==> src/design/adcCapturePkg.sv <==
`default_nettype none

package adcCapturePkg;

	// one conversion result and the channel address
	localparam int AdcDataW = 12;
	localparam int AdcChanW = 3;

	// divider setting, counts system clocks per half SCLK period
	localparam int AdcDivW = 8;

	// A minus B, one extra bit for the sign
	localparam int DiffW = AdcDataW + 1;

	// serial frame of 34 half-period ticks, 0 to 33
	localparam int FrameLastTick = 33;
	localparam int FrameCntW = 6;

	// ticks where SCLK rises and DOUT is captured
	localparam int FirstSampleTick = 10;
	localparam int LastSampleTick = 32;

endpackage : adcCapturePkg

`default_nettype wire

==> src/design/adcSerialCtrl.sv <==
`timescale 1ns/1ps
`default_nettype none

module adcSerialCtrl (
	input  wire                                 Clk,
	input  wire                                 Rst_n,
	input  wire                                 En_Conv,
	input  wire [adcCapturePkg::AdcChanW-1:0]   Channel,
	input  wire [adcCapturePkg::AdcDivW-1:0]    DivParam,
	input  wire                                 Dout,
	output logic                                Sclk,
	output logic                                CsN,
	output logic                                Din,
	output logic [adcCapturePkg::AdcDataW-1:0]  Data,
	output logic                                Conv_Done,
	output wire                                 Busy
);

	import adcCapturePkg::*;

	logic                  runEn;     // high for the whole frame
	logic [AdcChanW-1:0]   chanReg;   // address latched at start
	logic [AdcDivW-1:0]    divCnt;
	logic                  tick;      // half SCLK period strobe
	logic [FrameCntW-1:0]  seqCnt;    // frame position
	logic [AdcDataW-1:0]   shiftReg;

	wire accept   = En_Conv & ~runEn;  // starts while running are dropped
	wire divLast  = (divCnt == DivParam - {{(AdcDivW-1){1'b0}}, 1'b1});
	wire frameEnd = runEn & tick & (seqCnt == FrameCntW'(FrameLastTick));
	wire sampleTick = ~seqCnt[0] &
		(seqCnt >= FrameCntW'(FirstSampleTick)) &
		(seqCnt <= FrameCntW'(LastSampleTick));

	always_ff @(posedge Clk) begin
		if (accept)
			chanReg <= Channel;
	end

	always_ff @(posedge Clk or negedge Rst_n) begin
		if (!Rst_n) begin
			runEn <= 1'b0;
		end else if (accept) begin
			runEn <= 1'b1;
		end else if (frameEnd) begin
			runEn <= 1'b0;
		end
	end

	// divider, free running only while a frame is active
	always_ff @(posedge Clk or negedge Rst_n) begin
		if (!Rst_n) begin
			divCnt <= '0;
			tick <= 1'b0;
		end else begin
			if (!runEn || divLast)
				divCnt <= '0;
			else
				divCnt <= divCnt + 1'b1;
			tick <= runEn & divLast;
		end
	end

	always_ff @(posedge Clk or negedge Rst_n) begin
		if (!Rst_n) begin
			seqCnt <= '0;
		end else if (frameEnd) begin
			seqCnt <= '0;  // ready for the next start
		end else if (runEn && tick) begin
			seqCnt <= seqCnt + 1'b1;
		end
	end

	// serial pins follow the frame position
	always_ff @(posedge Clk or negedge Rst_n) begin
		if (!Rst_n) begin
			Sclk <= 1'b1;
			CsN <= 1'b1;
			Din <= 1'b1;
		end else if (!runEn) begin
			CsN <= 1'b1;
		end else if (tick) begin
			if (seqCnt == '0) begin
				CsN <= 1'b0;
			end else if (seqCnt == FrameCntW'(FrameLastTick)) begin
				CsN <= 1'b1;
				Din <= 1'b1;  // idle level between frames
			end else begin
				Sclk <= ~seqCnt[0];  // odd ticks fall, even ticks rise
				case (seqCnt)
					FrameCntW'(1): Din <= 1'b0;
					FrameCntW'(5): Din <= chanReg[2];  // addr msb
					FrameCntW'(7): Din <= chanReg[1];
					FrameCntW'(9): Din <= chanReg[0];
					default: Din <= Din;
				endcase
			end
		end
	end

	// result bits arrive msb first on the rising edges
	always_ff @(posedge Clk) begin
		if (runEn && tick && sampleTick)
			shiftReg <= {shiftReg[AdcDataW-2:0], Dout};
	end

	always_ff @(posedge Clk or negedge Rst_n) begin
		if (!Rst_n) begin
			Data <= '0;
			Conv_Done <= 1'b0;
		end else begin
			Conv_Done <= frameEnd;
			if (frameEnd)
				Data <= shiftReg;
		end
	end

	assign Busy = runEn;

endmodule : adcSerialCtrl

`default_nettype wire

==> src/design/pairCombiner.sv <==
`timescale 1ns/1ps
`default_nettype none

module pairCombiner (
	input  wire                                 Clk,
	input  wire                                 Rst_n,
	input  wire [adcCapturePkg::AdcDataW-1:0]   InA,
	input  wire [adcCapturePkg::AdcDataW-1:0]   InB,
	input  wire                                 DoneA,
	input  wire                                 DoneB,
	input  wire [adcCapturePkg::AdcDataW-1:0]   DiffLimit,
	output logic [adcCapturePkg::AdcDataW-1:0]  DataA,
	output logic [adcCapturePkg::AdcDataW-1:0]  DataB,
	output logic [adcCapturePkg::DiffW-1:0]     Diff,
	output logic                                Alarm,
	output logic                                SampleValid
);

	import adcCapturePkg::*;

	logic                 seenA;
	logic                 seenB;

	// a Done in this cycle counts as seen, keeps latency at one cycle
	// each controller holds its Data until its next Done
	wire                 bothSeen = (seenA | DoneA) & (seenB | DoneB);
	wire [DiffW-1:0]     diffNext = {1'b0, InA} - {1'b0, InB};
	wire [DiffW-1:0]     magNext = diffNext[DiffW-1] ? -diffNext : diffNext;
	wire                 overLimit = magNext > {1'b0, DiffLimit};  // equal is no alarm

	always_ff @(posedge Clk or negedge Rst_n) begin
		if (!Rst_n) begin
			seenA <= 1'b0;
			seenB <= 1'b0;
		end else if (bothSeen) begin
			seenA <= 1'b0;
			seenB <= 1'b0;
		end else begin
			seenA <= seenA | DoneA;
			seenB <= seenB | DoneB;
		end
	end

	// outputs hold until the next pair completes
	always_ff @(posedge Clk or negedge Rst_n) begin
		if (!Rst_n) begin
			DataA <= '0;
			DataB <= '0;
			Diff <= '0;
			Alarm <= 1'b0;
			SampleValid <= 1'b0;
		end else begin
			SampleValid <= bothSeen;
			if (bothSeen) begin
				DataA <= InA;
				DataB <= InB;
				Diff <= diffNext;
				Alarm <= overLimit;
			end
		end
	end

endmodule : pairCombiner

`default_nettype wire

==> src/design/adcDualCapture.sv <==
`timescale 1ns/1ps
`default_nettype none

module adcDualCapture (
	input  wire                                 Clk,
	input  wire                                 Rst_n,
	input  wire                                 En_Conv,
	input  wire [adcCapturePkg::AdcChanW-1:0]   Channel,
	input  wire [adcCapturePkg::AdcDivW-1:0]    DivParam,
	input  wire [adcCapturePkg::AdcDataW-1:0]   DiffLimit,
	input  wire                                 DoutA,
	input  wire                                 DoutB,
	output wire                                 SclkA,
	output wire                                 CsNA,
	output wire                                 DinA,
	output wire                                 SclkB,
	output wire                                 CsNB,
	output wire                                 DinB,
	output wire [adcCapturePkg::AdcDataW-1:0]   DataA,
	output wire [adcCapturePkg::AdcDataW-1:0]   DataB,
	output wire [adcCapturePkg::DiffW-1:0]      Diff,
	output wire                                 Alarm,
	output wire                                 SampleValid,
	output wire                                 Busy
);

	import adcCapturePkg::*;

	wire [AdcDataW-1:0] rawA;  // controller results before pairing
	wire [AdcDataW-1:0] rawB;
	wire                doneA;
	wire                doneB;
	wire                busyA;
	wire                busyB;

	// both converters start on the same pulse and channel
	adcSerialCtrl u_adcA (
		.Clk       (Clk),
		.Rst_n     (Rst_n),
		.En_Conv   (En_Conv),
		.Channel   (Channel),
		.DivParam  (DivParam),
		.Dout      (DoutA),
		.Sclk      (SclkA),
		.CsN       (CsNA),
		.Din       (DinA),
		.Data      (rawA),
		.Conv_Done (doneA),
		.Busy      (busyA)
	);

	adcSerialCtrl u_adcB (
		.Clk       (Clk),
		.Rst_n     (Rst_n),
		.En_Conv   (En_Conv),
		.Channel   (Channel),
		.DivParam  (DivParam),
		.Dout      (DoutB),
		.Sclk      (SclkB),
		.CsN       (CsNB),
		.Din       (DinB),
		.Data      (rawB),
		.Conv_Done (doneB),
		.Busy      (busyB)
	);

	pairCombiner u_comb (
		.Clk         (Clk),
		.Rst_n       (Rst_n),
		.InA         (rawA),
		.InB         (rawB),
		.DoneA       (doneA),
		.DoneB       (doneB),
		.DiffLimit   (DiffLimit),
		.DataA       (DataA),
		.DataB       (DataB),
		.Diff        (Diff),
		.Alarm       (Alarm),
		.SampleValid (SampleValid)
	);

	assign Busy = busyA | busyB;  // either side still in its frame

endmodule : adcDualCapture

`default_nettype wire

==> config.mk <==
export PLATFORM = sky130hd
export DESIGN_NAME = adcDualCapture
export DESIGN_NICKNAME = d
export VERILOG_FILES = /design/src/design/adcCapturePkg.sv /design/src/design/adcSerialCtrl.sv /design/src/design/pairCombiner.sv /design/src/design/adcDualCapture.sv
export SDC_FILE = /design/constraint.sdc
export NUM_CORES = 1
export LEC_CHECK = 0
export ABC_AREA = 1
export BUFFER_PORTS_ARGS = -buffer_cell sky130_fd_sc_hd__buf_2
export CAP_MARGIN = 20
export CELL_PAD_IN_SITES_DETAIL_PLACEMENT = 2
export CELL_PAD_IN_SITES_GLOBAL_PLACEMENT = 2
export CORE_MARGIN = 2
export CORE_UTILIZATION = 38
export CTS_BUF_LIST = sky130_fd_sc_hd__clkbuf_8
export CTS_CLUSTER_SIZE = 25
export DETAILED_ROUTE_END_ITERATION = 10
export PLACE_DENSITY = 0.87
export SYNTH_ARGS = -nofsm -noshare
export SYNTH_HDL_FRONTEND = slang
export SYNTH_SLANG_ARGS = --single-unit
==> constraint.sdc <==
create_clock -name Clk -period 3.7 [get_ports Clk]
set_clock_uncertainty 0.15 [all_clocks]
set_input_delay 0.185 -clock Clk [delete_from_list [all_inputs] [get_ports Clk]]
set_output_delay 0.185 -clock Clk [all_outputs]
set_load 0.01 [all_outputs]
==> impl_metrics.yaml, run 1 <==
outcome:
  status: "finished clean"
clock_tree:
  cts.sinks: 135
  cts_made_buffers: 17
  cts_tree: "built"
  insertion_delay_ps: 460
  cts.reportedPaths.clkPinSlew_ps: 80
  clock_path_buffers: 2
  clock-root-buffer: "clkbuf_8"
  htreeDepth: 4
sta:
  fin_tns_setup_ps: 0
  worst_slew_pin_slew_ps: 836
  postLayoutSetupSlackWorst_ps: 97.8
  min_period_over_period: 0.974
  fmax_mhz: 278
  min_period_ps: 3600
  report.final.setup_viol: 0
  relSlewSlack: 0.443
  final-hold-violation-count: 0
  final_max_slew_viol_count: 0
route:
  avgRoutedWirePerCell_um: 19.4
  final_antenna_net_count: 0
  drtPass1Iterations: 4
  drc: 0
  first_iter_violations: 188
  via_per_inst: 5.13
  finalWirelength_um: 21900
  vias: 5803
finish:
  post-route-util: 0.461
  design_area_um2: 8310
  layout.nets: 952
  area_growth_pct: 18.9
  diodes: 0
  drive_above_1_share: 0.204
floorplan:
  die_x_um: 140
  die_h_um: 140
  initial_core_util: 0.387
  core.rowCount: 49
  core-area_um2: 18000
  io_pins: 74
  die_area_um2: 19500
power_and_ir_drop:
  leakagePower_uw: 0.00418
  vdd_ir_drop_max_mv: 0.223
  p_per_area_nw_per_um2: 448
setup_path:
  r2r_end: "u_comb.Alarm$_DFFE_PN0P_"
  slowest_delay_ps: 580
  ff2ff_path_depth: 18
  cp.arrival_ps: 3810
  cp_slowest_cell: "fa_2"
  criticalPathCategory: "flop to flop"
  worstPathCellList: "ha_4 -> fa_2 -> nand2_1 -> nor2_2 -> nand3_1 -> nor2_2 -> nand3_2 -> nor2_4 -> nand3_2 -> nand3_1 -> nand2_1 -> ha_1 -> nand4_1 -> or4_1 -> nand2_1 -> nand2_1 -> nor2_1 -> nor2_1"
  crit_end: "u_comb.Alarm$_DFFE_PN0P_"
  rr_startpoint: "u_adcB.Data[0]$_DFFE_PN0P_"
  critPathMaxFanout: 3
  start_kind: "flop"
  critPathCaptureType: "flop"
  crit_top_cell: "nand2_1"
  crit_start: "u_adcB.Data[0]$_DFFE_PN0P_"
  critPathRequiredTime_ps: 3910
  reg2reg_slack_ps: 100
global_routing:
  grt_overflow: 0
  grt_pass1_wl_um: 34500
  grt.total_usage: 0.224
  grt_start_max_net_pins: 61
  grt_pass1_vias: 6705
  antenna_found_initial: 0
synthesis:
  syn_area_per_cell_um2: 8.84
  yosysSeqAreaShare: 0.506
  syn_area_um2: 6980
  synth-edff-count: 30
  ys_async_sr_fraction: 0.778
  synth-seq-cells: 135
  synth_flop_cell: "dfrtp_1"
  syn_nets: 853
  synth_warnings: 0
  ys_types: 45
  netlist_instances: 790
placement:
  dp_worst_setup_slack_ps: -10.8
  port_buffers: 73
  dpl.hpwl_um: 15000
  place_area_um2: 7630
  place_congestion: 0.806
flow_run:
  max_cap_violations: 0
min_path:
  holdCritPathClass: "primary input to flop"
## state kept, by name, summed over array words and instances, names as in the netlist, 3 cells and up
register / flops
u_adcB.divCnt: 8
u_adcA.seqCnt: 6
u_adcB.Data: 12
u_comb.DataB: 12
u_adcB.chanReg: 3
u_adcB.seqCnt: 6
u_adcA.divCnt: 8
u_adcA.Data: 12
u_adcA.shiftReg: 12
u_adcA.chanReg: 3
u_comb.Diff: 13
u_comb.DataA: 12
u_adcB.shiftReg: 12
## placed cells by master (no fill, tap or decap), types with 2 or more instances in the layout
cell type / synthesis / layout
o31ai_1: 2 / 2
clkinv_2: 0 / 3
nor2_2: 5 / 4
inv_2: 4 / 7
dlygate4sd3_1: 0 / 7
nor4_1: 3 / 3
nand2_1: 167 / 165
a21oi_1: 16 / 12
ha_1: 34 / 30
nor2_1: 68 / 66
buf_2: 2 / 72
ha_4: 0 / 4
nand3_2: 8 / 11
dfrtp_1: 99 / 99
nand3b_1: 2 / 2
nor2_4: 3 / 6
clkbuf_8: 0 / 18
o21ai_0: 71 / 71
o22ai_1: 3 / 3
a31oi_1: 5 / 5
inv_1: 120 / 118
a21oi_2: 2 / 6
buf_4: 4 / 16
xor2_1: 25 / 25
nand2_2: 9 / 11
or2_2: 2 / 2
dfstp_2: 6 / 6
nand4_1: 13 / 13
nand3_1: 43 / 40
o21bai_1: 2 / 2
nor3_1: 9 / 9
clkinvlp_4: 0 / 3
bufinv_16: 0 / 4
edfxtp_1: 30 / 30
xnor2_1: 8 / 8
a2111oi_2: 0 / 2
## cells by family after synthesis
group                      count (synthesis)  share of synthesized area
xor gates and xnor gates                  35                     0.0477
DFF                                      135                      0.506
muxes                                      1                    0.00161
and+or+nand+nor                          335                      0.214
AOI/OAI and AO/OA                        109                     0.0874
adders and majority gates                 35                     0.0638
buffers and inverters                    140                     0.0788
## worst max-delay path: cells and delay by family (launching register included)
family,cells,cell delay [ps]
fa+ha+maj,3,1070
simple gates,15,1860
flops,1,410
## Yosys cell counts (2+ instances only)
master	count	area [um^2]
a2111oi_0	2	17.5
a21oi_1	16	80.1
a21oi_2	2	17.5
a31oi_1	5	31.3
buf_2	2	10.0
buf_4	4	30.0
clkbuf_1	9	33.8
dfrtp_1	99	2480
dfstp_2	6	158
edfxtp_1	30	901
ha_1	34	425
inv_1	120	450
inv_2	4	15.0
nand2_1	167	627
nand2_2	9	56.3
nand3_1	43	215
nand3_2	8	80.1
nand3b_1	2	15.0
nand4_1	13	81.3
nor2_1	68	255
nor2_2	5	31.3
nor2_4	3	33.8
nor3_1	9	45.0
nor4_1	3	18.8
o21ai_0	71	355
o21bai_1	2	15.0
o22ai_1	3	18.8
o31ai_1	2	15.0
or2_2	2	12.5
xnor2_1	8	70.1
xor2_1	25	219
## power breakdown
| part | switching (uW) | internal [uW] |
|---|---|---|
| combinational | 342 | 240 |
| clock | 631 | 746 |
| sequential | 130 | 1630 |
| total | 1100 | 2620 |
## through the flow
step / hold WS (ps) / power [uW] / instances
5_1_grt: 99.2 / 3910 / 1131
3_5_place_dp: 180 / 2360 / 1085
4_1_cts: 53.8 / 3760 / 1125
2_1_floorplan: -261 / 2150 / 790
3_3_place_gp: 173 / 2300 / 1085
6_report: 75.9 / 3720 / 1131
## worst min path at each step
stage                      startpoint                     endpoint  cells past startpoint
after floorplan                 Rst_n      u_adcA.Busy$_DFFE_PN0P_                      0
after global placement          Rst_n  u_comb.DataA[9]$_DFFE_PN0P_                      1
after detailed placement        Rst_n  u_comb.DataA[8]$_DFFE_PN0P_                      1
after CTS                 DivParam[0]        u_adcB.tick$_DFF_PN0_                      5
after global routing      DivParam[0]        u_adcB.tick$_DFF_PN0_                      5
final                     DivParam[0]        u_adcB.tick$_DFF_PN0_                      5
## area by class of cell
type / instances / area, um^2
inverters: 124 / 465
clock inverters: 14 / 183
flip-flops and latches: 135 / 3540
clock buffers: 18 / 248
multi-input cells: 515 / 3020
fillers: 1965 / 9720
repair buffers: 96 / 571
well taps: 229 / 287
## per-layer routing
metal,GRT usage,vias up,share of wire
met5,0,-,0
met4,0.0721,0,0.021
li1,-,2746,-
met1,0.250,2937,0.40
met2,0.424,82,0.56
met3,0.0461,38,0.022
## timing repair
| action | CTS | global route |
|---|---|---|
| endpoints found under the setup margin | 1 | 1 |
| resized for setup | 3 | 21 |
| hold buffers | 7 | 0 |
| buffers inserted | 1 | 6 |
| hold endpoints to repair | 65 | 0 |
| pin swaps | 1 | 8 |
(Power assumes the default switching activity.)
==> run 2: changes to the inputs <==
- CORE_UTILIZATION: 38 -> 37
- SYNTH_HIERARCHICAL: unset -> 1
==> impl_metrics.yaml, run 2 <==
synthesis:
  synth-seq-cells: 135
  synth_commonest_cells: "nand2_1 (317), inv_1 (132), dfrtp_1 (99)"
  syn_nets: 989
  muxShareOfSynthArea: 0
  synthAdderAreaFrac: 0.0611
  ys_types: 41
  yosysSeqAreaShare: 0.471
  yosysMostFrequentCell: "nand2_1"
  netlist_instances: 925
  synth_compound_area_frac: 0.0460
  syn_area_um2: 7500
  synth_warnings: 6
  synthXorXnorAreaFrac: 0.0489
  synth-simple-area-share: 0.288
  ys_async_sr_fraction: 0.778
  syn_area_per_cell_um2: 8.11
  synth_area_leader_cell: "dfrtp_1"
  synth_flop_cell: "dfrtp_1"
  synthTopCellsByArea: "dfrtp_1 (33%), nand2_1 (16%), edfxtp_1 (12%), inv_1 (6.6%), ha_1 (5.8%)"
  synth-edff-count: 30
  synth.top_cell.area_share: 0.330
  synth_top_family_by_area: "simple AND/OR/NAND/NOR gates"
sta:
  report.final.setup_viol: 1
  min_period_over_period: 1.03
  min_period_ps: 3800
  final_max_slew_viol_count: 0
  final-hold-violation-count: 0
  postLayoutSetupSlackWorst_ps: -96.7
  relSlewSlack: 0.595
  worst_slew_pin_slew_ps: 608
  fmax_mhz: 263
  grt_setup_unrepaired: "yes"
global_routing:
  grt_pass1_vias: 7127
  grt_overflow: 0
  grt_start_max_net_pins: 102
  grt_pass1_wl_um: 37900
  grt.total_usage: 0.225
  antenna_found_initial: 0
power_and_ir_drop:
  intPower_uw: 2310
  vdd_ir_drop_max_mv: 0.227
  totalPowerFinal_uw: 3250
  p_per_area_nw_per_um2: 368
  sw_frac_of_total: 0.292
  p_switching_uw: 950
  p_comb_frac: 0.113
  clkPwrFrac: 0.372
  pwr-share-seq: 0.515
  leakagePower_uw: 0.00470
clock_tree:
  clock-root-buffer: "clkbuf_8"
  cts_tree: "built"
  clock_path_buffers: 2
  cts.sinks: 135
  cts.reportedPaths.clkPinSlew_ps: 90
  htreeDepth: 4
  cts_made_buffers: 17
  insertion_delay_ps: 470
setup_path:
  critPathRequiredTime_ps: 3910
  start_kind: "flop"
  cp.arrival_ps: 4010
  criticalPathCategory: "flop to flop"
  critPathCaptureType: "flop"
  critPathMaxFanout: 4
finish:
  layout.cells.non_filler: 1310
  area_growth_pct: 18.0
  drive_above_1_share: 0.183
  final_common_cell: "nand2_1"
  top_register: "u_comb/Diff"
  largest_register_ff_count: 13
  layout.nets: 1091
  diodes: 0
  mostFrequentLayoutCells: "nand2_1 (312), inv_1 (131), dfrtp_1 (99)"
  design_area_um2: 8850
floorplan:
  io_pins: 74
  core.rowCount: 52
  die_h_um: 146
  die_area_um2: 21400
  core-area_um2: 20000
  initial_core_util: 0.374
  die_x_um: 146
route:
  drc: 0
  via_per_inst: 5.00
  finalWirelength_um: 25100
  final_antenna_net_count: 0
  drtPass1Iterations: 4
  vias: 6545
  avgRoutedWirePerCell_um: 19.2
  first_iter_violations: 214
min_path:
  holdCritPathClass: "primary input to asynchronous set/reset pin"
placement:
  port_buffers: 73
  place_congestion: 0.814
  place_area_um2: 8190
  placedCellCount: 1261
  dp_worst_setup_slack_ps: -29.5
  dpl.hpwl_um: 17100
outcome:
  status: "finished, violations left"
  violations: "negative setup slack"
flow_run:
  max_cap_violations: 0
run 2: changes by cell type after synthesis, moves of 5 or more:
| cell | before | now |
|---|---|---|
| o21ai_0 | 71 | 38 |
| nand2_1 | 167 | 317 |
| nand3_2 | 8 | 2 |
| inv_1 | 120 | 132 |
| buf_6 | 1 | 6 |
| nor2_1 | 68 | 79 |
run 2: layout make-up:
cell class / instances / area [um^2]
clock buffers: 17 / 234
multi-input cells: 636 / 3480
inverters: 138 / 523
clock inverters: 15 / 141
fillers: 2320 / 11200
repair buffers: 99 / 596
well taps: 270 / 338
flip-flops and latches: 135 / 3540
run 2: final timing paths:
check                           slack (ps)                          to  cells after the start                       start
worst max-delay path                  -100    u_comb/Alarm$_DFFE_PN0P_                     22  u_adcB/Data[0]$_DFFE_PN0P_
worst min-delay path                   190     u_adcA/Busy$_DFFE_PN0P_                      3                       Rst_n
worst max register to register        -100    u_comb/Alarm$_DFFE_PN0P_                     22  u_adcB/Data[0]$_DFFE_PN0P_
worst min register to register         290      u_comb/seenB$_DFF_PN0_                      1      u_comb/seenA$_DFF_PN0_
max in group asynchronous             2730  u_adcB/divCnt[7]$_DFF_PN0_                      3                       Rst_n
min in group Clk                       200       u_adcA/tick$_DFF_PN0_                      8                 DivParam[0]
run 2: critical path, stage by stage, from the launching register on:
cell     delay (ps)
dfrtp_1         460
ha_4            210
fa_2            660
ha_4            170
inv_2            50
a21oi_2         120
nand3_2         140
nor2_4          150
nand3_2          90
nor2_4          160
nand2_1         100
nand2_2          90
xor2_2           80
ha_1            310
nand2_1          60
inv_1            80
nand3_1         100
nor2_2          110
nand2_1          90
nand2_1          90
nand3_1          70
nand2_1          90
inv_1            50
run 2: routing by layer:
metal / routed length, um / GRT usage / up-vias
li1: - / - / 3094
met1: 10600 / 0.276 / 3314
met2: 13400 / 0.406 / 100
met3: 702 / 0.0425 / 37
met4: 491 / 0.0583 / 0
met5: 0 / 0 / -
run 2: logic make-up after synthesis:
| family | count (synthesis) |
|---|---|
| AO/OA/AOI/OAI | 65 |
| flip-flops | 135 |
| buffers and inverters | 154 |
| XOR/XNOR | 41 |
| adder cells (fa/ha/maj) | 36 |
| AND/OR/NAND/NOR | 494 |
run 2: timing repair:
item / 4_1_cts / 5_1_grt
gates cloned: 0 / 0
gates resized for setup: 5 / 28
pin swaps: 1 / 10
setup endpoints to repair: 1 / 1
hold buffers: 8 / 0
endpoints found under the hold margin: 115 / 0
buffers inserted: 0 / 9
run 2: power by group through the flow:
stage	Combinational, uW	Sequential [uW]	Clock (uW)
2_1_floorplan	229	1670	0
3_3_place_gp	327	1700	0
3_5_place_dp	356	1710	0
4_1_cts	368	1680	1230
5_1_grt	417	1690	1300
6_report	367	1680	1210
run 2: through the flow:
step,util,TNS [ps],hold slack (ps)
2_1_floorplan,-,0,-261
3_3_place_gp,0.409,0,-151
3_5_place_dp,0.409,-29.5,-151
4_1_cts,0.432,0,175
5_1_grt,0.442,-304,215
6_report,0.442,-96.7,195
==> run 3: changes to the inputs <==
- REMOVE_ABC_BUFFERS: unset -> 1
==> impl_metrics.yaml, run 3 (synthesis results as in run 2) <==
outcome:
  status: "finished, violations left"
  violations: "negative setup slack"
sta:
  hold_slack_ps: 152
  postLayoutSetupSlackWorst_ps: -4.90
  relSlewSlack: 0.397
  min_period_over_period: 1.00
  final_max_slew_viol_count: 0
  worst_slew_pin_slew_ps: 898
  report.final.setup_viol: 1
  fmax_mhz: 270
  min_period_ps: 3700
  final-hold-violation-count: 0
clock_tree:
  htreeDepth: 4
  cts.sinks: 135
  cts_tree: "built"
  cts.reportedPaths.clkPinSlew_ps: 100
  clock_path_buffers: 2
  clock-root-buffer: "clkbuf_8"
  cts_made_buffers: 17
  insertion_delay_ps: 480
route:
  first_iter_violations: 334
  via_per_inst: 5.10
  finalWirelength_um: 27800
  vias: 6695
  drtPass1Iterations: 5
  avgRoutedWirePerCell_um: 21.2
  drc: 0
  final_antenna_net_count: 0
global_routing:
  grt.total_usage: 0.245
  antenna_found_initial: 0
  grt_pass1_vias: 7616
  grt_start_max_net_pins: 56
  grt_overflow: 0
  grt_pass1_wl_um: 40800
setup_path:
  reg2reg_slack_ps: -5
  cp_slowest_cell: "fa_1"
  critPathCaptureType: "flop"
  cp.arrival_ps: 3920
  critPathMaxFanout: 3
  path_buf_inv: 6
  start_kind: "flop"
  crit_top_cell: "nand2_1"
  slowest_delay_ps: 500
  critPathTopFamily: "simple AND/OR/NAND/NOR gates"
  criticalPathCategory: "flop to flop"
  critPathRequiredTime_ps: 3920
finish:
  mostFrequentLayoutCells: "nand2_1 (310), inv_1 (132), dfrtp_1 (98)"
  area_growth_pct: 19.3
  final_common_cell: "nand2_1"
  diodes: 0
  layout.cells.non_filler: 1314
  drive_above_1_share: 0.188
  layout.nets: 1095
  num-fill-cells: 2286
  largest_register_ff_count: 13
  top_register: "u_comb/Diff"
placement:
  placedCellCount: 1262
  port_buffers: 73
  dpl.hpwl_um: 17200
  place_congestion: 0.783
floorplan:
  core.rowCount: 52
  initial_core_util: 0.374
  die_area_um2: 21400
  die_h_um: 146
  io_pins: 74
  die_x_um: 146
  core-area_um2: 20000
flow_run:
  max_cap_violations: 0
power_and_ir_drop:
  p_per_area_nw_per_um2: 380
  vdd_ir_drop_max_mv: 0.398
  leakagePower_uw: 0.00476
min_path:
  holdCritPathClass: "primary input to asynchronous set/reset pin"
-- run 3: stage by stage --
| stage | instance area (um^2) | power [uW] | utilization | setup slack, ps | TNS, ps |
|---|---|---|---|---|---|
| detailed placement | 8210 | 2070 | 0.410 | -220 | -220 |
| finish | 8940 | 3400 | 0.446 | -4.90 | -4.90 |
| global route | 8940 | 3550 | 0.446 | -283 | -283 |
| CTS | 8710 | 3420 | 0.435 | 17.8 | 0 |
| floorplan | 7390 | 1900 | - | 496 | 0 |
| global placement | 8210 | 2030 | 0.410 | 181 | 0 |
-- run 3: final cells by class --
class	count	area [um^2]	share of cell area
multi-input cells	636	3490	0.390
inverters	138	523	0.0585
well taps	270	338	0.0378
repair buffers	103	648	0.0725
flip-flops and latches	135	3540	0.395
clock inverters	14	163	0.0182
clock buffers	18	248	0.0277
-- run 3: timing repair --
item,in CTS,in global routing
endpoints found under the hold margin,64,0
setup endpoints to repair,1,1
gates resized for setup,5,27
pin swaps,2,12
hold buffers,7,0
setup buffers,2,11
-- run 3: path summary, 6_finish.rpt --
path                                                 start                          to  cells after the start
worst max-delay path            u_adcA/Data[0]$_DFFE_PN0P_    u_comb/Alarm$_DFFE_PN0P_                     26
worst min-delay path                                 Rst_n  u_adcB/divCnt[7]$_DFF_PN0_                      2
worst max register to register  u_adcA/Data[0]$_DFFE_PN0P_    u_comb/Alarm$_DFFE_PN0P_                     26
worst min register to register  u_adcB/Conv_Done$_DFF_PN0_      u_comb/seenA$_DFF_PN0_                      1
max in group asynchronous                            Rst_n  u_comb/Diff[9]$_DFFE_PN0P_                      3
min in group Clk                               DivParam[0]       u_adcB/tick$_DFF_PN0_                      8
-- run 3: worst reg2reg max path: cells and delay by family, from the launching register on --
kind / cells / cell delay [ps]
AND/OR/NAND/NOR: 15 / 1220
adder cells (fa/ha/maj): 3 / 1010
buffers and inverters: 6 / 520
flip-flops: 1 / 390
XOR/XNOR: 1 / 200
AO/OA/AOI/OAI: 1 / 140
-- run 3: power by group --
group	total, uW	internal [uW]	switching, uW
logic	382	137	245
registers	1680	1580	96.5
clock network	1340	636	706
total	3400	2350	1050
-- run 3: metal layers --
layer,GRT usage,part of all wire,vias to the layer above
li1,-,-,3089
met3,0.0463,0.034,60
met2,0.457,0.54,164
met1,0.281,0.40,3382
met4,0.0786,0.025,0
met5,0,0,-
